===== src/logic/eth_rx_pkg.sv =====
package eth_rx_pkg;

	////////////////////////////////////////////////////////////////////////////
	// Word format

	// One MAC word per FIFO entry
	localparam int rx_data_width = 32;

	// Byte count of a word, 1 to 4, and 0 marks a frame delimiter
	localparam int rx_bytes_width = 3;

	// Bytes valid sits above the data in each FIFO word
	localparam int fifo_word_width = rx_bytes_width + rx_data_width;

	////////////////////////////////////////////////////////////////////////////
	// FIFO sizing

	// Room for at least two maximum-size frames
	localparam int fifo_depth = 1024;

	// Pointers carry one more bit than this for wrap detection
	localparam int fifo_addr_width = $clog2(fifo_depth);

	// Forwarded frame counter
	localparam int perf_count_width = 64;

	////////////////////////////////////////////////////////////////////////////
	// Pop FSM

	typedef enum logic [3:0] {
		idle          = 4'h0,
		wait_header_0 = 4'h1,
		wait_header_1 = 4'h2,
		wait_header_2 = 4'h3,
		wait_header_3 = 4'h4,
		packet_0      = 4'h5,
		packet_1      = 4'h6,
		packet_2      = 4'h7,
		packet_3      = 4'h8
	} rx_pop_state_t;

endpackage


===== src/logic/eth_rx_clock_crossing.sv =====
`timescale 1ns/10ps

module eth_rx_clock_crossing
	import eth_rx_pkg::*;
(
	// MAC receive bus
	input  logic                        gmii_rxc,
	input  logic                        mac_rx_start,
	input  logic                        mac_rx_data_valid,
	input  logic [rx_bytes_width-1:0]   mac_rx_bytes_valid,
	input  logic [rx_data_width-1:0]    mac_rx_data,
	input  logic                        mac_rx_commit,
	input  logic                        mac_rx_drop,

	input  logic                        sys_clk,
	input  logic                        rst_n,

	// FIFO write port
	output logic                        wr_en,
	output logic [fifo_word_width-1:0]  wr_data,
	output logic                        wr_commit,
	output logic                        wr_rollback,

	// FIFO read port
	output logic                        rd_en,
	output logic [fifo_addr_width-1:0]  rd_offset,
	output logic                        rd_pop_packet,
	output logic [fifo_addr_width:0]    rd_packet_size,
	input  logic [fifo_word_width-1:0]  rd_data,
	input  logic [fifo_addr_width:0]    rd_size,

	// Downstream frame bus
	output logic                        cdc_rx_start,
	output logic                        cdc_rx_data_valid,
	output logic [rx_bytes_width-1:0]   cdc_rx_bytes_valid,
	output logic [rx_data_width-1:0]    cdc_rx_data,
	output logic                        cdc_rx_commit,

	output logic [perf_count_width-1:0] perf_rx_cdc_frames
);

	// Fields of the word coming out of the FIFO
	logic [rx_bytes_width-1:0]  rd_bytes_valid;
	logic [rx_data_width-1:0]   rd_word;

	rx_pop_state_t              pop_state;

	// Registered "a whole frame is waiting"
	logic                       has_packet;

	logic [fifo_addr_width:0]   offset_ext;
	logic                       fifo_dry;

	////////////////////////////////////////////////////////////////////////////
	// Push side

	// Start writes the zero delimiter and data cycles write bytes valid and data
	always_comb begin
		if (mac_rx_start) begin
			wr_en   = 1'b1;
			wr_data = '0;
		end else begin
			wr_en   = mac_rx_data_valid;
			wr_data = {mac_rx_bytes_valid, mac_rx_data};
		end
	end

	assign wr_commit   = mac_rx_commit;
	assign wr_rollback = mac_rx_drop;

	// A short word ends the frame, so no data may follow it
	assert property (@(posedge gmii_rxc) disable iff (!rst_n)
		(mac_rx_data_valid && (mac_rx_bytes_valid != rx_bytes_width'(4)))
		|=> !mac_rx_data_valid);

	////////////////////////////////////////////////////////////////////////////
	// Pop side

	assign {rd_bytes_valid, rd_word} = rd_data;

	// rd_data is two reads behind rd_offset
	// Dry once the word on rd_data is the last committed one
	assign offset_ext = {1'b0, rd_offset};
	assign fifo_dry   = (offset_ext >= (rd_size + 1'b1));

	always_ff @(posedge sys_clk or negedge rst_n) begin
		if (!rst_n) begin
			pop_state          <= wait_header_0;
			has_packet         <= 1'b0;
			rd_en              <= 1'b0;
			rd_offset          <= '0;
			rd_pop_packet      <= 1'b0;
			rd_packet_size     <= '0;
			cdc_rx_start       <= 1'b0;
			cdc_rx_data_valid  <= 1'b0;
			cdc_rx_commit      <= 1'b0;
			perf_rx_cdc_frames <= '0;
		end else begin
			rd_en         <= 1'b0;
			rd_pop_packet <= 1'b0;
			cdc_rx_start  <= 1'b0;
			cdc_rx_commit <= 1'b0;

			// Every non-delimiter word seen in packet_2 goes downstream
			cdc_rx_data_valid <= (pop_state == packet_2) && (rd_bytes_valid != '0);

			// Size is stale for a cycle after a pop
			has_packet <= (rd_size > 2) && !rd_pop_packet;

			case (pop_state)

				// Read offset 0 and check for the delimiter
				wait_header_0: begin
					if (!rd_pop_packet && has_packet) begin
						rd_en     <= 1'b1;
						rd_offset <= '0;
						pop_state <= wait_header_1;
					end
				end

				wait_header_1: begin
					pop_state <= wait_header_2;
				end

				wait_header_2: begin
					pop_state <= wait_header_3;
				end

				wait_header_3: begin
					if (rd_data == '0) begin
						pop_state <= idle;
					end else begin
						// Drop a non-delimiter word and look again
						rd_pop_packet  <= 1'b1;
						rd_packet_size <= (fifo_addr_width + 1)'(1);
						pop_state      <= wait_header_0;
					end
				end

				// Wait behind the checked delimiter for a whole frame
				idle: begin
					if (has_packet) begin
						cdc_rx_start <= 1'b1;
						rd_en        <= 1'b1;
						rd_offset    <= (fifo_addr_width)'(1);
						pop_state    <= packet_0;
					end
				end

				// Two reads in flight before the first word arrives
				packet_0: begin
					rd_en     <= 1'b1;
					rd_offset <= rd_offset + 1'b1;
					pop_state <= packet_1;
				end

				packet_1: begin
					rd_en     <= 1'b1;
					rd_offset <= rd_offset + 1'b1;
					pop_state <= packet_2;
				end

				// One word per clock until the frame ends
				packet_2: begin
					if (rd_bytes_valid == '0) begin
						// Next frame's delimiter means the frame ended on the word before
						rd_offset <= rd_offset - 2'd2;
						pop_state <= packet_3;
					end else if ((rd_bytes_valid != rx_bytes_width'(4)) || fifo_dry) begin
						// Short word or last committed word
						rd_offset <= rd_offset - 1'b1;
						pop_state <= packet_3;
					end else begin
						rd_en     <= 1'b1;
						rd_offset <= rd_offset + 1'b1;
					end
				end

				// Offset now holds delimiter plus data words
				packet_3: begin
					rd_pop_packet <= 1'b1;
					if (offset_ext >= rd_size) begin
						rd_packet_size <= rd_size;
					end else begin
						rd_packet_size <= offset_ext;
					end
					cdc_rx_commit      <= 1'b1;
					perf_rx_cdc_frames <= perf_rx_cdc_frames + 1'b1;
					pop_state          <= wait_header_0;
				end

				default: begin
					pop_state <= wait_header_0;
				end

			endcase
		end
	end

	// Word pipeline to downstream
	always_ff @(posedge sys_clk) begin
		cdc_rx_bytes_valid <= rd_bytes_valid;
		cdc_rx_data        <= rd_word;
	end

	// Idle holds the delimiter from offset 0 on the read bus with no data leaving
	assert property (@(posedge sys_clk) disable iff (!rst_n)
		(pop_state == idle) |-> ((rd_data == '0) && !cdc_rx_data_valid));

endmodule


===== config.mk =====
export PLATFORM = sky130hd
export DESIGN_NAME = eth_rx_clock_crossing
export DESIGN_NICKNAME = d
export VERILOG_FILES = /design/src/logic/eth_rx_pkg.sv /design/src/logic/eth_rx_clock_crossing.sv
export SDC_FILE = /design/constraint.sdc
export NUM_CORES = 1
export LEC_CHECK = 0
export BUFFER_PORTS_ARGS = -buffer_cell sky130_fd_sc_hd__clkbuf_2
export CORE_UTILIZATION = 50
export DETAILED_ROUTE_END_ITERATION = 16
export GPL_TIMING_DRIVEN = 1
export PLACE_DENSITY = 0.81
export SYNTH_ARGS = -nofsm -noshare
export SYNTH_HDL_FRONTEND = slang
export SYNTH_SLANG_ARGS = --single-unit

===== constraint.sdc =====
create_clock -name sys_clk -period 5.4 [get_ports sys_clk]
set_clock_uncertainty 0.2 [all_clocks]
set_input_delay 0.27 -clock sys_clk [delete_from_list [all_inputs] [get_ports sys_clk]]
set_output_delay 0.27 -clock sys_clk [all_outputs]
set_load 0.01 [all_outputs]

* Yosys cells after proc, flatten, opt, wreduce, memory -nomap -nowiden
Cells that the tools add are included.
** Operators by class
- Magnitude comparators :: 3
- Add/subtract/negate cells :: 5
- Reductions and logical operators :: 15
- Muxes and demuxes :: 25
- Eq/ne operators :: 13
** Operators by type and width (number)
- 64-bit by 1-bit adder with 64-bit output (second input constant) :: 1
- 10-bit 2-to-1 mux :: 4
- 10-bit one-hot mux with 4 select lines :: 1
- 35-bit logical NOT :: 1
- 35-bit 2-to-1 mux :: 1
- 4-bit one-hot mux with 8 select lines :: 1
- 10-bit by 11-bit >= comparator with 1-bit output :: 2
- 11-bit 2-to-1 mux :: 2
- 11-bit one-hot mux with 2 select lines :: 1
- 4-bit by 3-bit == test with 1-bit output (second input constant) :: 4
- 4-bit 2-to-1 mux :: 4
- 11-bit by 1-bit adder with 11-bit output (second input constant) :: 1
- 11-bit by 2-bit greater-than comparator with 1-bit output (second input constant) :: 1
- 10-bit by 1-bit adder with 10-bit output (second input constant) :: 1
- 10-bit by 1-bit subtractor with 10-bit output (second input constant) :: 1
- 10-bit by 2-bit subtractor with 10-bit output (second input constant) :: 1
- 1-bit 2-to-1 mux :: 9
- 4-bit by 2-bit == test with 1-bit output (second input constant) :: 2
- 2-bit != test (second input constant) :: 3
- 3-bit AND reduction :: 2
- 4-bit by 1-bit == test with 1-bit output (second input constant) :: 1
- 4-bit == test (second input constant) :: 1
- 4-bit logical NOT :: 1
- 1-bit one-hot mux with 4 select lines :: 1
- other kinds (12) :: 14
** Word-level totals
- Register bits after elaboration :: 130
- Output and inout port bits :: 163
- Input port bits :: 88

* Depth between registers and ports, before layout
Gate-level depths: netlist of the first run.
- Depth in word-level cells :: 6
- Depth in mapped cells :: 13

* Worst setup path before layout of the first run
No wires, ideal clock.
- Path kind :: in2reg
- Start :: in rd_size[5]
- End :: reg rd_offset[3]
- Buffers on the path :: 1
- Data required time :: 5.110 ns
- Cell stages on the path :: 12
- Library setup time :: 0.090 ns
- Arrival time :: 2.795 ns
- Setup slack :: 2.315 ns
- Cell sequence :: and4_4 > and3_1 > nand4_1 > xnor2_1 > ha_1 > a211o_1 > or3_1 > o21a_1 > buf_6 > nor2_4 > mux2_1 > o221ai_1
** On the way
- Longest elaborated chain between the ends :: 6
** RTL lines
- from (decl) :: RTL line eth_rx_clock_crossing.sv:30 : input logic [fifo_addr_width:0] rd_size,
- 11-bit by 1-bit adder with 11-bit output :: RTL line eth_rx_clock_crossing.sv:84 : assign fifo_dry = (offset_ext >= (rd_size + 1'b1));
- 10-bit by 11-bit >= comparator with 1-bit output :: RTL line eth_rx_clock_crossing.sv:84
- 1-bit logical OR :: RTL line eth_rx_clock_crossing.sv:169 : end else if ((rd_bytes_valid != rx_bytes_width'(4)) || fifo_dry) begin
- 10-bit 2-to-1 mux :: RTL line eth_rx_clock_crossing.sv:169
- 10-bit 2-to-1 mux :: RTL line eth_rx_clock_crossing.sv:165 : if (rd_bytes_valid == '0) begin
- 10-bit one-hot mux with 4 select lines :: RTL line eth_rx_clock_crossing.sv:110 : case (pop_state)
- to (signal assigned) :: RTL line eth_rx_clock_crossing.sv:167 : rd_offset <= rd_offset - 2'd2;
- to (signal assigned) :: RTL line eth_rx_clock_crossing.sv:171 : rd_offset <= rd_offset - 1'b1;
- to (signal assigned) :: RTL line eth_rx_clock_crossing.sv:175 : rd_offset <= rd_offset + 1'b1;
- to (decl) :: RTL line eth_rx_clock_crossing.sv:26 : output logic [fifo_addr_width-1:0] rd_offset,
Every way passes these cells.
A chain may end at the register's enable or synchronous reset.

* Worst setup path in the final report of the first run
- Start :: reg pop_state[1]
- End :: reg perf_rx_cdc_frames[52]
** On the way
- Longest elaborated chain between the ends :: 1
** RTL lines
- from (decl) :: RTL line eth_rx_clock_crossing.sv:46 : rx_pop_state_t pop_state;
- from (signal assigned) :: RTL line eth_rx_clock_crossing.sv:88 : pop_state <= wait_header_0;
- from (signal assigned) :: RTL line eth_rx_clock_crossing.sv:117 : pop_state <= wait_header_1;
- from (signal assigned) :: RTL line eth_rx_clock_crossing.sv:122 : pop_state <= wait_header_2;
- 4-bit == test :: RTL line eth_rx_clock_crossing.sv:110
- to (signal assigned) :: RTL line eth_rx_clock_crossing.sv:188 : perf_rx_cdc_frames <= perf_rx_cdc_frames + 1'b1;
- to (decl) :: RTL line eth_rx_clock_crossing.sv:39 : output logic [perf_count_width-1:0] perf_rx_cdc_frames
Every way passes these cells.

==> results.md, run 1 <==
- Worst Path Required: around 5500 ps
- Largest net degree at the start of global routing: 56
- Status: finished clean
- Wire per inst: 15.4 um
- Hold Slack: 114 ps
- LEAKAGE: 4.38 nW
- Port-buffer cells: 245
- Yosys warns: 0
- Worst hold path class: in -> reg
- Final slew viol count: 0
- Peak VDD IR: 0.246 mV
- Total grt overflow: 0
- Crit path time final: between 3000 and 4000 ps
- Root buf cell: clkbuf_16
- Post-synth EDFFs: 0
- GR Util All Layers: about a quarter
- Fillers: 1,011
- Area of the mapped netlist: 6650 um^2
- Main combinational cell family by area after synthesis: simple AND/OR/NAND/NOR gates
- Synthesized-area fraction occupied by adder cells: 5.27%
- Synth Area in XOR/XNOR: 10.0%
- Final core utilization: between 60% and 70%
- Setup TNS: 0 ps
- Max Buffers Root-to-Sink: 2
- Placer Congestion: 0.926
- Total number of vias: 6,215
- H-tree levels: 4
- Mapped Avg Cell Area: 9.80 um^2
- Multiplexer share of the synthesized area: less than 1%
- Register area share after synthesis: a little under half
- Die Height: 117 um
- Top post-synthesis cells by area: dfrtp_1, dfxtp_1, xnor2_1
- Drt total wl: about 18,000 um
- Setup ws final: 2250 ps
- Starting Density: 52.1%
- First-pass GRT wire length: between 20,000 and 30,000 um
- Die area: 13,800 um^2
- Final Hold Vio Count: 0
- Final ANT Viol Nets: 0
- CP Capture Type: flop
- Internal reg-to-reg setup slack: 2250 ps
- Clock Pin Slew Worst Setup and Hold Paths: about 50 ps
- I/O pin cnt: ~250
- Row count: 41
- Yosys top cell area share: 35.4%
- Post-Layout Cell Count: 1,140
- Initial DRC Count: 323
- Initial antenna violation count: 1
- Primary FF master, synth: dfrtp_1
- Final Cycle Share: around three fifths
- Synth Area in Simple Gates: 24.6%
- Cell Pwr Density: between 300 and 400 nW/um^2
- Drt drc: 0
- CP Class: reg -> reg
- Via density: 5.45
- Proportion of layout cells with a drive suffix above 1: roughly 30%
- CTS tree: built
- Insertion delay to the later sink of the worst-skew pair: around 400 ps
- Total CTS buffers: 17
- Synth Area in Compound Gates: around a tenth
- Synth Instances: just under 700
- DP Wirelength: roughly 13,000 um
- Worst Tran Pin Value: 1080 ps
- Footprint of the multi-input gates: around 3400 um^2
- Fmax: 0.317 GHz
- Core Area: approximately 13,000 um^2
- FF+latch count, synth: 130
- Setup Buffers After CTS: 0
- Async SR Flop Fraction: 73.1%
- Die Wd: 117 um
- Vias in the first global route: approximately 6,000
- Placed Cells: 1,071
- First-pass DRT Iterations: 5
- Worst EP arrival: 3240 ps
- Max-Cap Viols: 0
- Dpl cell area: approximately 8000 um^2
- Clock Sink Count: 130
- Yosys cell types: 65
- Top cell type by total area after synthesis: dfrtp_1
- Pre-CTS setup slack: 1910 ps
- Tot Pwr: 3.31 mW
- RSZ-0062 raised after global routing: no
- Register Area: 3080 um^2
- Worst rel slew slack: 27.4%
- Syn_nets: 795
- Resized cells post-CTS: 0
- CP startpoint kind: flop
- Area grow syn2layout: 33.5%
- Final Setup Violations: 0
- CP Max Fanout: 18
- Layout net count: about 1,100
- Design area: 8890 um^2
==> worst max-delay path, stage by stage, from the launching register on <==
cell and delay (ps):
dfrtp_1 510, nor2_4 170, nand3b_1 340, inv_2 390
nand4_1 320, nor3_4 440, and2_2 370, nand4_1 150
xnor2_1 150
==> cells by family after synthesis <==
logic type | Yosys count
and+or+nand+nor | 295
buffers and inverters | 48
AOI/OAI and AO/OA | 96
DFF | 130
adders and majority gates | 28
xor gates and xnor gates | 76
muxes | 6
==> final cells by class <==
class | instances | area share (%)
multi-input combinational | 501 | 37.8
sequential | 130 | 34.7
timing repair buffer | 282 | 18.0
clock buffer | 21 | 4.96
tap | 172 | 2.42
clock inverter | 11 | 1.28
inverter | 22 | 0.929
antenna | 1 | 0.0282
==> layout by cell type, fill, tap and decap left out, types with 14 or more instances in the layout <==
master	instances
dlygate4sd3_1	36
clkbuf_2	244
o21ai_0	17
ha_1	28
dfxtp_1	35
dfrtp_1	94
nand4_1	24
nor2_1	26
inv_1	20
nor2b_1	41
xnor2_1	65
nand2_1	64
clkbuf_16	17
a21oi_1	23
nor3_1	14
nand3_1	55
==> layer usage <==
| metal | vias up | routed length (um) | part of all wire, % | track usage [%] |
|---|---|---|---|---|
| met3 | 37 | 975 | 5.6 | 4.72 |
| met2 | 257 | 8950 | 51 | 45.6 |
| li1 | 2970 | - | - | - |
| met1 | 2951 | 7250 | 41 | 32.0 |
| met5 | - | 0 | 0 | 0 |
| met4 | 0 | 369 | 2.1 | 10.1 |
==> what timing repair did <==
item | CTS | global route
hold endpoints to repair | 75 | 0
setup endpoints to repair | 0 | 0
hold buffers | 36 | 0
==> flip-flops by register name, summed over array words and instances, names as in the netlist, 3 cells and up <==
signal and flops:
cdc_rx_bytes_valid 3, cdc_rx_data 32, perf_rx_cdc_frames 64, pop_state 4, rd_offset 10, rd_packet_size 11
==> synth_stat cells (5+ instances only) <==
| master | count |
|---|---|
| clkbuf_1 | 15 |
| dfrtp_1 | 94 |
| nand2_1 | 64 |
| o21ai_0 | 17 |
| nor2b_1 | 41 |
| or3_1 | 7 |
| a21oi_1 | 23 |
| nor2_1 | 26 |
| and3_1 | 12 |
| a211oi_1 | 5 |
| and2_1 | 6 |
| nand4_1 | 24 |
| xnor2_1 | 65 |
| a31oi_1 | 5 |
| and4_1 | 7 |
| inv_1 | 20 |
| o21a_1 | 5 |
| dfxtp_1 | 35 |
| nor3_1 | 14 |
| nand3_1 | 55 |
| nor4_1 | 12 |
| o311ai_0 | 9 |
| nand2b_1 | 6 |
| xor2_1 | 11 |
| ha_1 | 28 |
==> final timing paths <==
path	from	end	cells after the start
max	pop_state[1]	perf_rx_cdc_frames[52]	8
min	rd_size[5]	rd_packet_size[5]	3
max reg2reg	pop_state[1]	perf_rx_cdc_frames[52]	8
min reg2reg	rd_packet_size[10]	rd_packet_size[10]	1
max in group asynchronous	rst_n	pop_state[2]	3
min in group asynchronous	rst_n	perf_rx_cdc_frames[25]	2
==> where the power goes <==
| group | total, mW | internal, mW | switching (mW) |
|---|---|---|---|
| logic | 0.980 | 0.417 | 0.563 |
| registers | 1.26 | 1.07 | 0.188 |
| clock network | 1.08 | 0.675 | 0.402 |
| total | 3.31 | 2.16 | 1.15 |
No activity file was read; power rests on OpenSTA's default activity.
==> run 2: changes to the inputs <==
==> constraint.sdc (replaced) <==
create_clock -name sys_clk -period 3.2 [get_ports sys_clk]
set_clock_uncertainty 0.2 [all_clocks]
set_input_delay 0.16 -clock sys_clk [delete_from_list [all_inputs] [get_ports sys_clk]]
set_output_delay 0.16 -clock sys_clk [all_outputs]
set_load 0.01 [all_outputs]
==> results.md, run 2 (synthesized netlist as in run 1, its figures left out) <==
- Worst EP arrival: 3300 ps (+60 ps)
- CP top delay family: compound AO/OA/AOI/OAI gates
- CP Capture Type: flop
- I/O pin cnt: 251 (unchanged)
- GR Util All Layers: 26.5% (+0.34 points)
- Final slew viol count: 0 (unchanged)
- CP Max Fanout: 7 (-11)
- Fmax: 0.314 GHz
- Final Setup Violations: 0 (unchanged)
- RSZ-0062 raised after global routing: yes
- Post-Layout Cell Count: 1,163 (+2.0%)
- Cell Pwr Density: 633 nW/um^2 (+70%)
- Clock Pin Slew Worst Setup and Hold Paths: 60 ps (about the same)
- First-pass GRT wire length: 29,200 um (+0.26%)
- LEAKAGE: 4.53 nW (+3.3%)
- Placer Congestion: 0.918 (-0.83%)
- Max Buffers Root-to-Sink: 2 (unchanged)
- Initial DRC Count: 439 (+36%)
- Largest net degree at the start of global routing: 52 (-7.1%)
- Peak VDD IR: 0.388 mV (+58%)
- CP startpoint kind: input pin
- Final Cycle Share: between 90 and 100%
- Placed Cells: 1,090 (+1.8%)
- Final ANT Viol Nets: 0 (unchanged)
- Core Area: 12,800 um^2 (unchanged)
- WL met3: 1030 um (+5.6%)
- CP cell instances: clkbuf_2 -> dlygate4sd3_1 -> inv_1 -> or3_4 -> xnor2_4 -> ha_1 -> nand3_1 -> nor2_1 -> or3_1 -> o21a_4 -> o31ai_1 -> o21ai_0 -> o221ai_2
- Proportion of layout cells with a drive suffix above 1: 32.0% (+1.9 points)
- Most frequent cells in the layout: clkbuf_2, dfrtp_1, xnor2_1, nand2_1, nand3_1
- Root buf cell: clkbuf_16
- Crit-path max cell delay: 540 ps (+30 ps)
- Die area: 13,800 um^2 (unchanged)
- Total number of vias: 6,378 (+2.6%)
- Slowest cell on crit path: dlygate4sd3_1
- Insertion delay to the later sink of the worst-skew pair: 400 ps (about the same)
- Max reg flops: 64 (unchanged)
- Port-buffer cells: 245 (unchanged)
- Die Wd: 117 um (unchanged)
- Largest regs: perf_rx_cdc_frames x64, cdc_rx_data x32, rd_packet_size x11
- N_diodes: 0 (-1)
- Most common cell after layout, fill and taps aside: clkbuf_2
- Via density: 5.48 (+0.59%)
- Total grt overflow: 0 (unchanged)
- Layout net count: 1,095 (+2.3%)
- Status: finished clean
- DP Wirelength: 13,100 um (+4.3%)
- Crit path time final: about 3200 ps
- Final core utilization: 71.8% (+2.2 points)
- Worst rel slew slack: 56.6% (+29 points)
- Initial antenna violation count: 0 (-1)
- Worst Path Required: 3310 ps (-2170 ps)
- Total CTS buffers: 17 (unchanged)
- Starting Density: 52.1% (unchanged)
- Footprint of the multi-input gates: 3390 um^2 (+1.1%)
- DR top layer: met4
- WP buf/inv: 3 (+2)
- DRT met1 WL: 7380 um (+1.8%)
- First-pass DRT Iterations: 5 (unchanged)
- Row count: 41 (unchanged)
- Fillers: 953 (-5.7%)
- Drt drc: 0 (unchanged)
- Max-Cap Viols: 0 (unchanged)
- CTS tree: built
- Met2 Routed Length: 9320 um (+4.1%)
- CP Class: in -> reg
- Final Hold Vio Count: 0 (unchanged)
- Worst hold path class: in -> reg
- H-tree levels: 4 (unchanged)
- Area grow syn2layout: 37.8%
- Die Height: 117 um (unchanged)
- Wire per inst: 15.6 um (+1.2%)
- Most flop-heavy register: perf_rx_cdc_frames
- Clock Sink Count: 130 (unchanged)
- Drt total wl: 18,100 um (+3.2%)
- Worst Tran Pin Value: 649 ps (-432 ps)
- Vias in the first global route: 6,071 (+0.36%)
- Register Area: 3080 um^2 (unchanged)
## run 2: where the power goes
part	switching [mW]	total [mW]	internal, mW
Sequential	0.177	1.98	1.81
Combinational	1.14	1.93	0.788
Clock	0.708	1.89	1.18
## run 2: final timing paths
path,start,to,slack [ps],cells past startpoint
max in group asynchronous,rst_n,pop_state[0],1980,3
hold reg to reg,perf_rx_cdc_frames[44],perf_rx_cdc_frames[44],280,1
setup reg to reg,rd_offset[6],rd_offset[3],500,8
hold / removal,rd_size[8],rd_packet_size[8],30,3
min in group asynchronous,rst_n,perf_rx_cdc_frames[23],110,2
setup / recovery,rd_size[4],rd_offset[3],10,13
## run 2: layout make-up
cell class	count	share of cell area, %
clock buffers	19	4.94
clock inverters	12	1.46
inverters	22	0.901
multi-input cells	501	37.0
flip-flops and latches	130	33.6
well taps	172	2.35
repair buffers	307	19.8
## run 2: through the flow
stage	area [um^2]	setup slack [ps]	TNS (ps)	hold WS, ps	total power, mW
floorplan	6650	225	0	-336	3.19
global placement	8120	70.6	0	-0.468	3.80
detailed placement	8120	-0.507	-0.507	1.96	3.83
CTS	9130	35.9	0	1.38	5.78
global route	9170	-86.6	-113	20.6	6.14
finish	9170	10.5	0	29.1	5.80
## run 2: repair_timing
action	in CTS	in global routing
gates resized for setup	0	7
setup endpoints to repair	0	10
hold endpoints to repair	85	0
hold buffers	42	0
buffers inserted	0	0
## run 2: layer usage
metal	GRT usage (%)	vias to the layer above
li1	-	3027
met1	31.8	3028
met2	47.1	282
met3	5.06	41
met4	9.33	0
met5	0	-
## run 2: worst register-to-register path, cell delays in order, from the launching register on
cell and delay [ps]:
dfrtp_1 430, ha_1 340, a21oi_1 160, nor2b_1 70
or3_1 400, o21a_4 260, o31ai_1 430, o21ai_0 220
o221ai_2 110
